<file path="src/logic/mipsPkg.sv">
package mipsPkg;

    //////////////////////////////////////////////////////////////////////
    // word and field types
    //////////////////////////////////////////////////////////////////////

    typedef logic [31:0] word_t;
    typedef logic [4:0]  regAddr_t;
    typedef logic [5:0]  opcode_t;
    typedef logic [5:0]  funct_t;
    typedef logic [3:0]  aluOp_t;
    typedef logic [1:0]  regDst_t;

    // alu operations
    localparam aluOp_t ALU_ADD = 4'd0;
    localparam aluOp_t ALU_SUB = 4'd1;
    localparam aluOp_t ALU_AND = 4'd2;
    localparam aluOp_t ALU_OR  = 4'd3;
    localparam aluOp_t ALU_XOR = 4'd4;
    localparam aluOp_t ALU_NOR = 4'd5;
    localparam aluOp_t ALU_SLT = 4'd6;
    localparam aluOp_t ALU_SLL = 4'd7;
    localparam aluOp_t ALU_SRL = 4'd8;
    localparam aluOp_t ALU_SRA = 4'd9;
    localparam aluOp_t ALU_LUI = 4'd10;

    // destination register select
    localparam regDst_t REGDST_RT = 2'd0;
    localparam regDst_t REGDST_RD = 2'd1;
    // link register, r31
    localparam regDst_t REGDST_RA = 2'd2;

    // primary opcodes
    localparam opcode_t OP_RTYPE = 6'h00;
    localparam opcode_t OP_J     = 6'h02;
    localparam opcode_t OP_JAL   = 6'h03;
    localparam opcode_t OP_BEQ   = 6'h04;
    localparam opcode_t OP_BNE   = 6'h05;
    localparam opcode_t OP_ADDI  = 6'h08;
    localparam opcode_t OP_SLTI  = 6'h0a;
    localparam opcode_t OP_ANDI  = 6'h0c;
    localparam opcode_t OP_ORI   = 6'h0d;
    localparam opcode_t OP_XORI  = 6'h0e;
    localparam opcode_t OP_LUI   = 6'h0f;

    // r-type function codes
    localparam funct_t FN_SLL = 6'h00;
    localparam funct_t FN_SRL = 6'h02;
    localparam funct_t FN_SRA = 6'h03;
    localparam funct_t FN_JR  = 6'h08;
    localparam funct_t FN_ADD = 6'h20;
    localparam funct_t FN_SUB = 6'h22;
    localparam funct_t FN_AND = 6'h24;
    localparam funct_t FN_OR  = 6'h25;
    localparam funct_t FN_XOR = 6'h26;
    localparam funct_t FN_NOR = 6'h27;
    localparam funct_t FN_SLT = 6'h2a;

    //////////////////////////////////////////////////////////////////////
    // control and stage structs
    //////////////////////////////////////////////////////////////////////

    typedef struct packed {
        regDst_t regDst;
        aluOp_t  aluOp;
        // second operand from immediate
        logic    aluSrc;
        // andi ori xori
        logic    zeroExt;
        // shift amount from shamt field
        logic    shiftImm;
        logic    branch;
        logic    branchNe;
        logic    jump;
        logic    jumpReg;
        // write pc+4 instead of alu result
        logic    link;
        logic    regWrite;
    } ctrl_t;

    // decode to execute
    typedef struct packed {
        logic       valid;
        ctrl_t      ctrl;
        word_t      pcPlus4;
        word_t      jumpTarget;
        word_t      readData1;
        word_t      readData2;
        word_t      imm;
        regAddr_t   rt;
        regAddr_t   rd;
        logic [4:0] shamt;
    } decEx_t;

    // execute to result
    typedef struct packed {
        logic     valid;
        logic     regWrite;
        regDst_t  regDst;
        logic     link;
        regAddr_t rt;
        regAddr_t rd;
        word_t    aluResult;
        word_t    pcPlus4;
    } exRes_t;

endpackage

</file>
<file path="src/logic/instrController.sv">
`timescale 1ns/100ps

module instrController import mipsPkg::*; (
    input  opcode_t  opcode,
    input  funct_t   funct,
    input  regAddr_t rt,
    output ctrl_t    ctrl
);

    //////////////////////////////////////////////////////////////////////
    // combinational decode
    //////////////////////////////////////////////////////////////////////

    always_comb begin
        // anything not matched below stays a nop
        ctrl = '0;
        case (opcode)
            OP_RTYPE: begin
                ctrl.regDst   = REGDST_RD;
                ctrl.regWrite = 1'b1;
                case (funct)
                    FN_ADD: ctrl.aluOp = ALU_ADD;
                    FN_SUB: ctrl.aluOp = ALU_SUB;
                    FN_AND: ctrl.aluOp = ALU_AND;
                    FN_OR:  ctrl.aluOp = ALU_OR;
                    FN_XOR: ctrl.aluOp = ALU_XOR;
                    FN_NOR: ctrl.aluOp = ALU_NOR;
                    FN_SLT: ctrl.aluOp = ALU_SLT;
                    // constant shifts, amount from shamt
                    FN_SLL: begin
                        ctrl.aluOp    = ALU_SLL;
                        ctrl.shiftImm = 1'b1;
                    end
                    FN_SRL: begin
                        ctrl.aluOp    = ALU_SRL;
                        ctrl.shiftImm = 1'b1;
                    end
                    FN_SRA: begin
                        ctrl.aluOp    = ALU_SRA;
                        ctrl.shiftImm = 1'b1;
                    end
                    // jr has no rt operand, a set rt field is a bad encoding
                    FN_JR: begin
                        ctrl         = '0;
                        ctrl.jumpReg = (rt == '0);
                    end
                    default: ctrl = '0;
                endcase
            end
            // immediate alu ops write rt
            OP_ADDI, OP_SLTI, OP_ANDI, OP_ORI, OP_XORI, OP_LUI: begin
                ctrl.regDst   = REGDST_RT;
                ctrl.aluSrc   = 1'b1;
                ctrl.regWrite = 1'b1;
                case (opcode)
                    OP_ADDI: ctrl.aluOp = ALU_ADD;
                    OP_SLTI: ctrl.aluOp = ALU_SLT;
                    OP_ANDI: ctrl.aluOp = ALU_AND;
                    OP_ORI:  ctrl.aluOp = ALU_OR;
                    OP_XORI: ctrl.aluOp = ALU_XOR;
                    default: ctrl.aluOp = ALU_LUI;
                endcase
                // logical immediates are unsigned
                ctrl.zeroExt = (opcode == OP_ANDI) || (opcode == OP_ORI) ||
                               (opcode == OP_XORI);
            end
            // branches compare rs and rt
            OP_BEQ: ctrl.branch = 1'b1;
            OP_BNE: begin
                ctrl.branch   = 1'b1;
                ctrl.branchNe = 1'b1;
            end
            OP_J: ctrl.jump = 1'b1;
            // jal links into r31
            OP_JAL: begin
                ctrl.jump     = 1'b1;
                ctrl.link     = 1'b1;
                ctrl.regDst   = REGDST_RA;
                ctrl.regWrite = 1'b1;
            end
            default: ctrl = '0;
        endcase
    end

endmodule

</file>
<file path="src/logic/registerFile.sv">
`timescale 1ns/100ps

module registerFile import mipsPkg::*; (
    input  logic     Clk,
    input  logic     reset,
    input  regAddr_t readReg1,
    input  regAddr_t readReg2,
    input  logic     writeEnable,
    input  regAddr_t writeReg,
    input  word_t    writeData,
    output word_t    readData1,
    output word_t    readData2
);

    word_t regs [32];

    // r0 never takes a write
    logic  writeLive;

    assign writeLive = writeEnable && (writeReg != '0);

    //////////////////////////////////////////////////////////////////////
    // write port
    //////////////////////////////////////////////////////////////////////

    always_ff @(posedge Clk) begin
        if (reset) begin
            for (int i = 0; i < 32; i++) begin
                regs[i] <= '0;
            end
        end else if (writeLive) begin
            regs[writeReg] <= writeData;
        end
    end

    //////////////////////////////////////////////////////////////////////
    // read ports
    //////////////////////////////////////////////////////////////////////

    // same-cycle write shows through, covers issue distance of two
    assign readData1 = (writeLive && (writeReg == readReg1)) ? writeData : regs[readReg1];
    assign readData2 = (writeLive && (writeReg == readReg2)) ? writeData : regs[readReg2];

endmodule

</file>
<file path="src/logic/instructionDecodePhase.sv">
`timescale 1ns/100ps

module instructionDecodePhase import mipsPkg::*; (
    input  logic     Clk,
    input  logic     reset,
    input  logic     instrValid,
    input  word_t    instr,
    input  word_t    pcPlus4,
    // write port, driven from result phase
    input  logic     wbEnable,
    input  regAddr_t wbReg,
    input  word_t    wbData,
    output decEx_t   decEx
);

    ctrl_t    ctrl;
    word_t    readData1;
    word_t    readData2;
    word_t    imm;
    word_t    jumpTarget;

    // instruction fields
    regAddr_t rs;
    regAddr_t rt;
    regAddr_t rd;

    assign rs = instr[25:21];
    assign rt = instr[20:16];
    assign rd = instr[15:11];

    //////////////////////////////////////////////////////////////////////
    // controller and register file
    //////////////////////////////////////////////////////////////////////

    instrController controller0 (
        .opcode (instr[31:26]),
        .funct  (instr[5:0]),
        .rt     (rt),
        .ctrl   (ctrl)
    );

    registerFile regFile0 (
        .Clk         (Clk),
        .reset       (reset),
        .readReg1    (rs),
        .readReg2    (rt),
        .writeEnable (wbEnable),
        .writeReg    (wbReg),
        .writeData   (wbData),
        .readData1   (readData1),
        .readData2   (readData2)
    );

    // immediate, zero or sign extended
    assign imm = ctrl.zeroExt ? {16'h0000, instr[15:0]} : {{16{instr[15]}}, instr[15:0]};

    // pseudo-direct target, region bits from pc+4
    assign jumpTarget = {pcPlus4[31:28], instr[25:0], 2'b00};

    //////////////////////////////////////////////////////////////////////
    // decode/execute register
    //////////////////////////////////////////////////////////////////////

    always_ff @(posedge Clk) begin
        if (reset) begin
            decEx.valid <= 1'b0;
        end else begin
            decEx.valid <= instrValid;
        end
        // payload follows every cycle, valid qualifies it
        decEx.ctrl       <= ctrl;
        decEx.pcPlus4    <= pcPlus4;
        decEx.jumpTarget <= jumpTarget;
        decEx.readData1  <= readData1;
        decEx.readData2  <= readData2;
        decEx.imm        <= imm;
        decEx.rt         <= rt;
        decEx.rd         <= rd;
        decEx.shamt      <= instr[10:6];
    end

endmodule

</file>
<file path="src/logic/executePhase.sv">
`timescale 1ns/100ps

module executePhase import mipsPkg::*; (
    input  logic   Clk,
    input  logic   reset,
    input  decEx_t decEx,
    output logic   redirectValid,
    output word_t  redirectTarget,
    output exRes_t exRes
);

    word_t      operandA;
    word_t      operandB;
    logic [4:0] shiftAmt;
    word_t      aluResult;
    word_t      branchTarget;
    logic       regsEqual;
    logic       branchTaken;

    //////////////////////////////////////////////////////////////////////
    // alu
    //////////////////////////////////////////////////////////////////////

    assign operandA = decEx.readData1;
    assign operandB = decEx.ctrl.aluSrc ? decEx.imm : decEx.readData2;

    // shamt field or low bits of rs
    assign shiftAmt = decEx.ctrl.shiftImm ? decEx.shamt : decEx.readData1[4:0];

    always_comb begin
        case (decEx.ctrl.aluOp)
            ALU_ADD: aluResult = operandA + operandB;
            ALU_SUB: aluResult = operandA - operandB;
            ALU_AND: aluResult = operandA & operandB;
            ALU_OR:  aluResult = operandA | operandB;
            ALU_XOR: aluResult = operandA ^ operandB;
            ALU_NOR: aluResult = ~(operandA | operandB);
            // signed compare
            ALU_SLT: aluResult = {31'b0, $signed(operandA) < $signed(operandB)};
            // shifts act on rt
            ALU_SLL: aluResult = decEx.readData2 << shiftAmt;
            ALU_SRL: aluResult = decEx.readData2 >> shiftAmt;
            ALU_SRA: aluResult = word_t'($signed(decEx.readData2) >>> shiftAmt);
            ALU_LUI: aluResult = {decEx.imm[15:0], 16'h0000};
            default: aluResult = '0;
        endcase
    end

    //////////////////////////////////////////////////////////////////////
    // branch and jump resolution
    //////////////////////////////////////////////////////////////////////

    assign regsEqual    = (decEx.readData1 == decEx.readData2);
    // beq on equal, bne on not equal
    assign branchTaken  = decEx.ctrl.branch && (regsEqual != decEx.ctrl.branchNe);
    assign branchTarget = decEx.pcPlus4 + {decEx.imm[29:0], 2'b00};

    assign redirectValid = decEx.valid &&
                           (decEx.ctrl.jump || decEx.ctrl.jumpReg || branchTaken);

    always_comb begin
        if (decEx.ctrl.jumpReg) begin
            // jr goes to rs
            redirectTarget = decEx.readData1;
        end else if (decEx.ctrl.jump) begin
            redirectTarget = decEx.jumpTarget;
        end else begin
            redirectTarget = branchTarget;
        end
    end

    //////////////////////////////////////////////////////////////////////
    // execute/result register
    //////////////////////////////////////////////////////////////////////

    always_ff @(posedge Clk) begin
        if (reset) begin
            exRes.valid <= 1'b0;
        end else begin
            exRes.valid <= decEx.valid;
        end
        exRes.regWrite  <= decEx.ctrl.regWrite;
        exRes.regDst    <= decEx.ctrl.regDst;
        exRes.link      <= decEx.ctrl.link;
        exRes.rt        <= decEx.rt;
        exRes.rd        <= decEx.rd;
        exRes.aluResult <= aluResult;
        exRes.pcPlus4   <= decEx.pcPlus4;
    end

endmodule

</file>
<file path="src/logic/resultPhase.sv">
`timescale 1ns/100ps

module resultPhase import mipsPkg::*; (
    input  exRes_t   exRes,
    output logic     wbEnable,
    output regAddr_t wbReg,
    output word_t    wbData,
    output logic     resultValid,
    output regAddr_t resultReg,
    output word_t    resultData
);

    regAddr_t destReg;
    word_t    destData;

    //////////////////////////////////////////////////////////////////////
    // destination and data select
    //////////////////////////////////////////////////////////////////////

    always_comb begin
        case (exRes.regDst)
            REGDST_RD: destReg = exRes.rd;
            // jal link register
            REGDST_RA: destReg = 5'd31;
            default:   destReg = exRes.rt;
        endcase
    end

    // link writes return address
    assign destData = exRes.link ? exRes.pcPlus4 : exRes.aluResult;

    // r0 writes dropped here, so no retire pulse either
    assign wbEnable = exRes.valid && exRes.regWrite && (destReg != '0);
    assign wbReg    = destReg;
    assign wbData   = destData;

    // retire view is the write port
    assign resultValid = wbEnable;
    assign resultReg   = destReg;
    assign resultData  = destData;

endmodule

</file>
<file path="src/logic/mipsCore.sv">
`timescale 1ns/100ps

module mipsCore import mipsPkg::*; (
    input  logic     Clk,
    input  logic     reset,
    // issue side
    input  logic     instrValid,
    input  word_t    instr,
    input  word_t    pcPlus4,
    // control transfer, one cycle after strobe
    output logic     redirectValid,
    output word_t    redirectTarget,
    // retired writes, two cycles after strobe
    output logic     resultValid,
    output regAddr_t resultReg,
    output word_t    resultData
);

    decEx_t   decEx;
    exRes_t   exRes;

    // write-back path into the decode register file
    logic     wbEnable;
    regAddr_t wbReg;
    word_t    wbData;

    //////////////////////////////////////////////////////////////////////
    // phases
    //////////////////////////////////////////////////////////////////////

    instructionDecodePhase decode0 (
        .Clk        (Clk),
        .reset      (reset),
        .instrValid (instrValid),
        .instr      (instr),
        .pcPlus4    (pcPlus4),
        .wbEnable   (wbEnable),
        .wbReg      (wbReg),
        .wbData     (wbData),
        .decEx      (decEx)
    );

    executePhase execute0 (
        .Clk            (Clk),
        .reset          (reset),
        .decEx          (decEx),
        .redirectValid  (redirectValid),
        .redirectTarget (redirectTarget),
        .exRes          (exRes)
    );

    resultPhase result0 (
        .exRes       (exRes),
        .wbEnable    (wbEnable),
        .wbReg       (wbReg),
        .wbData      (wbData),
        .resultValid (resultValid),
        .resultReg   (resultReg),
        .resultData  (resultData)
    );

endmodule

</file>
<file path="config.mk">
export PLATFORM = sky130hd
export DESIGN_NAME = mipsCore
export DESIGN_NICKNAME = d
export VERILOG_FILES = /design/src/logic/mipsPkg.sv /design/src/logic/instrController.sv /design/src/logic/registerFile.sv /design/src/logic/instructionDecodePhase.sv /design/src/logic/executePhase.sv /design/src/logic/resultPhase.sv /design/src/logic/mipsCore.sv
export SDC_FILE = /design/constraint.sdc
export NUM_CORES = 2
export LEC_CHECK = 0
export BUFFER_PORTS_ARGS = -buffer_cell sky130_fd_sc_hd__clkbuf_2
export CORE_MARGIN = 1.5
export CORE_UTILIZATION = 40
export DETAILED_ROUTE_END_ITERATION = 8
export GPL_TIMING_DRIVEN = 1
export MAX_ROUTING_LAYER = met4
export PLACE_DENSITY = 0.54
export SETUP_SLACK_MARGIN = 0.1
export SYNTH_ARGS = -nofsm -noshare
export SYNTH_HDL_FRONTEND = slang
export SYNTH_HIERARCHICAL = 1
export SYNTH_SLANG_ARGS = --single-unit
</file>
<file path="constraint.sdc">
create_clock -name Clk -period 11.4 [get_ports Clk]
set_input_delay 2.28 -clock Clk [delete_from_list [all_inputs] [get_ports Clk]]
set_output_delay 2.28 -clock Clk [all_outputs]
set_load 0.005 [all_outputs]
</file>
Word level (Yosys, flattened, before mapping):

Memory sizes are Yosys's and may differ from the RTL's.
Cells that the tools add are included.

* word-level logic and storage cells: 128
* memories: 1
* output and inout port bits: 71
* bits in writable memories: 1024
* register bits: 252

* reduce and logical (&&, ||, !) cells: 23
* bitwise logic cells: 4
* $add $sub $neg: 3
* muxes and demuxes: 29
* $lt $le $gt $ge: 1
* shift operators: 3
* eq/ne operators: 36

Memory list
* decode0.regFile0.regs: depth 32, width 32, rd ports 2, clocked after memory_dff 0, wr ports 32, line registerFile.sv:15 `word_t regs [32];`

Operators by type and width (number)
* one-hot mux 32 bit (11 select lines): 1
* 2-to-1 mux 32 bit: 7
* adder 32 bit: 2
* equality test 6 x 4 -> 1 bit, second input constant: 7
* equality test 6 bit, second input constant: 7
* one-hot mux 4 bit (9 select lines): 1
* bitwise AND 32 bit: 1
* equality test 32 bit: 1
* < comparator 32 bit: 1
* inverter 32 bit: 1
* bitwise OR 32 bit: 1
* OR reduction 32 bit: 1
* left shift 32 x 5 -> 32 bit: 1
* >> shifter 32 x 5 -> 32 bit: 1
* >>> shifter 32 x 5 -> 32 bit: 1
* subtractor 32 bit: 1
* bitwise XOR 32 bit: 1
* equality test 6 x 2 -> 1 bit, second input constant: 4
* one-hot mux 4 bit (5 select lines): 1
* equality test 4 x 3 -> 1 bit, second input constant: 4
* equality test 4 bit, second input constant: 3
* equality test 6 x 3 -> 1 bit, second input constant: 2
* zero test 6 bit: 2
* one-hot mux 6 bit (2 select lines): 1
* 22 further kinds: 46

Logic depth before layout (Yosys ltp):

* depth in word-level cells: 10
* mapped depth: 15
* mapped depth without buffers: 13

By module:

The synthesis kept the hierarchy.

By module, submodules not included
* registerFile: area an instance 54461.0 um^2, times used 1, cells an instance 3494, seq. area each 30749.5 um^2
* executePhase: area an instance 13511.7 um^2, times used 1, cells an instance 1851, seq. area each 1581.5 um^2
* instructionDecodePhase: area an instance 3204.3 um^2, times used 1, cells an instance 194, seq. area each 2782.7 um^2
* resultPhase: area an instance 805.8 um^2, times used 1, cells an instance 97, seq. area each 0.0 um^2
* instrController: area an instance 424.2 um^2, times used 1, cells an instance 69, seq. area each 0.0 um^2

Worst setup path after synthesis:

OpenSTA, ideal clock, no wires.

* path type: reg-to-output
* start: register, netlist name decode0/decEx[113]
* end: output redirectTarget[30]
* slack: 6412 ps
* buffers on the path: 0
* stages on the path, launching flop included: 13
* data required time: 9120 ps
* arrival time: 2708 ps
* cell sequence: dfxtp_1 > ha_1 > inv_1 > fa_1 > nor2b_1 > o31ai_1 > a211oi_1 > o31ai_1 > nand2_1 > a31oi_1 > o31ai_1 > mux2_2 > a211oi_1

RTL lines
* to (decl): line mipsCore.sv:12 `output word_t redirectTarget,`

==> out/qor.log <==
INFO  run_status     outcome=completed
INFO  timing         maxSlewHeadroom=19.37%
INFO  setup_path     critPathArrivalTime=4.56ns
INFO  timing         report.final.slew_viol_count=0
INFO  timing         max_freq=0.1462GHz
INFO  clock_tree     numClockSinks=1241
INFO  drt            drtAntennaViolNets=0
INFO  global_route   first_global_vias=49910
INFO  timing         postLayoutSetupSlackWorst=4.560ns
INFO  timing         finalCritPeriodShare=60.00%
INFO  placement      place_ws=5.368ns
INFO  placement      finalWeightedCongestion=1.045
INFO  yosys          syn_avg_cell_area=12.69squm
INFO  clock_tree     htree_num_levels=4
INFO  drt            drt-pass1-iter-count=6
INFO  setup_path     worstSetupStartpointType=flip-flop
INFO  placement      place.detailed.hpwl=187.9mm
INFO  timing         timing_worst_slew_pin_value=1.207ns
INFO  timing         fin_worst_hold_slack=0.3305ns
INFO  setup_path     timing.critical_path.slowest_stage_cell=sky130_fd_sc_hd__o31ai_1
INFO  drt            detailed_route_drc_error_count=0
INFO  clock_tree     tritoncts=built
INFO  yosys          syn-cell-area=72390squm
INFO  floorplan      num_rows=155
INFO  floorplan      die_y=428.4um
INFO  global_route   grt_start_max_net_pins=125
INFO  timing         setup_violations=0
INFO  hold_path      holdCritPathClass=reg -> reg
INFO  setup_path     setup.worst_path.class=reg -> out
INFO  finish         finalNetCount=5757
INFO  job            max_cap_violations=0
INFO  setup_path     crit_chain=ha_1, and4_1, nand2_1, a211oi_1, o31ai_1, nand2_1, a31oi_1, o31ai_1, mux2_2, a211oi_1, clkbuf_2
INFO  drt            detail_route.wl_per_cell=36.25um
INFO  pwr            peakVddDrop=0.1282mV
INFO  global_route   grt.total_usage=32.01%
INFO  global_route   grt_antenna_before_repair=23
INFO  clock_tree     max-clock-path-buffers=3
INFO  floorplan      floorplan.die.width=428.4um
INFO  pwr            cellLeakagePower=0.02928uW
INFO  timing         rsz0062_at_grt=no
INFO  clock_tree     clock_tree.root_cell=sky130_fd_sc_hd__clkbuf_16
INFO  global_route   global_route.overflow_total=0
INFO  floorplan      total_die_area=183500squm
INFO  setup_path     critPathMaxStageDelay=0.76ns
INFO  clock_tree     cts_setup_buffers=0
INFO  finish         area_growth=8.774%
INFO  pwr            power.density_cell_area=169.4nW/um^2
INFO  drt            number_of_vias_after_detailed_routing=51640
INFO  finish         final_layout_size_suffix_gt1_share=19.05%
INFO  timing         final_period_minus_worst_setup_slack=6.840ns
INFO  finish         finalInstanceArea=78740squm
INFO  clock_tree     cts-buffers-inserted=145
INFO  yosys          netlist_instances=5704
INFO  setup_path     required_time_of_the_worst_setup_path=9.12ns
INFO  finish         final_core_occ=43.94%
INFO  timing         finalSetupTns=0ns
INFO  timing         final-hold-violation-count=0
INFO  floorplan      placeable_core_region=179200squm
INFO  drt            drt_first_iter_violations=6748
INFO  clock_tree     cts_hold_buffers=0
INFO  drt            detail_route.vias_per_cell=6.426
INFO  setup_path     setup.worst_path.end_class=primary output
INFO  clock_tree     worst_setup_hold_path_clk_slew=0.05ns
INFO  timing         setup_skew=0.03488ns
INFO  clock_tree     post_cts.resized_instances=0
INFO  global_route   grt_first_pass_wirelength=401.4mm
INFO  floorplan      start_util=40.40%
INFO  floorplan      io_pins=138
INFO  placement      buffers_on_ports=137
INFO  clock_tree     worstSkewPairLatency=0.81ns
INFO  placement      postPlaceCellArea=74030squm
INFO  setup_path     critical_path.max_fanout=8
INFO  drt            drt-total-wl=291.3mm
INFO  yosys          yosysWarnings=6
-- per-layer routing --
layer,part of all wire (%),vias up,GRT usage (%)
met5,0,-,-
met2,47,2954,49.64
met3,9.4,552,6.276
met4,4.4,0,12.71
met1,40,26880,41.31
li1,-,21260,-
-- cell type report --
cell class	count	area [sq um]
repair buffers	291	1947
flip-flops and latches	1241	35100
well taps	2355	2947
clock inverters	51	513.0
fillers	16190	100500
multi-input cells	3766	33620
clock buffers	215	4178
inverters	112	420.4
diodes	5	12.51
-- worst max-delay path: cells and delay by family (launching register included) --
kind / cells / cell delay, ns
simple gates: 3 / 0.61
fa+ha+maj: 1 / 0.36
mux: 1 / 0.29
buf+inv: 1 / 0.17
compound gates: 5 / 1.80
flops: 1 / 0.55
-- layout by cell type, fill, tap and decap left out, types with 28 or more instances in the layout --
cell type	instances
sky130_fd_sc_hd__edfxtp_1	1024
sky130_fd_sc_hd__and2_1	1003
sky130_fd_sc_hd__mux4_2	438
sky130_fd_sc_hd__o22ai_1	260
sky130_fd_sc_hd__nand2_1	245
sky130_fd_sc_hd__dfxtp_1	213
sky130_fd_sc_hd__mux2i_1	187
sky130_fd_sc_hd__a21oi_1	179
sky130_fd_sc_hd__nor2_1	176
sky130_fd_sc_hd__clkbuf_16	150
sky130_fd_sc_hd__buf_4	150
sky130_fd_sc_hd__clkbuf_2	132
sky130_fd_sc_hd__ha_1	130
sky130_fd_sc_hd__o21ai_0	118
sky130_fd_sc_hd__inv_1	108
sky130_fd_sc_hd__o21ai_1	87
sky130_fd_sc_hd__mux4_1	85
sky130_fd_sc_hd__or4_1	69
sky130_fd_sc_hd__xnor2_1	68
sky130_fd_sc_hd__nor3_1	51
sky130_fd_sc_hd__clkbuf_1	47
sky130_fd_sc_hd__nand3_1	46
sky130_fd_sc_hd__mux2_2	38
sky130_fd_sc_hd__conb_1	34
sky130_fd_sc_hd__nor2_2	30
sky130_fd_sc_hd__a211oi_1	28
-- power by group --
group | leakage (uW) | internal, uW | switching (uW)
sequential | 0.0124 | 5140 | 250
clock | 0.00229 | 2700 | 1950
combinational | 0.0146 | 1010 | 2280
total | 0.0293 | 8860 | 4480
-- worst paths after layout --
check                                           startpoint                         end  slack [ns]  cells after the start
worst max-delay path              decode0/decEx[1]$_DFF_P_          redirectTarget[30]        4.56                     11
worst min register to register  decode0/decEx[176]$_DFF_P_  execute0/exRes[74]$_DFF_P_        0.33                      0
worst min-delay path            decode0/decEx[176]$_DFF_P_  execute0/exRes[74]$_DFF_P_        0.33                      0
worst max register to register  decode0/decEx[183]$_DFF_P_  execute0/exRes[62]$_DFF_P_        6.00                     14
-- registers in the layout (all words and copies together), names as in the netlist --
| name | cells |
|---|---|
| decode0/decEx | 138 |
| decode0/regFile0/regs | 1024 |
| execute0/exRes | 79 |
-- through the flow --
stage                     power, uW  std cells
final                         13340       8036
after global routing          13720       8034
after CTS                     13310       8031
after detailed placement       8675       7765
after global placement         8673       7765
after floorplan                7449       5736
No activity file was read; power rests on OpenSTA's default activity.
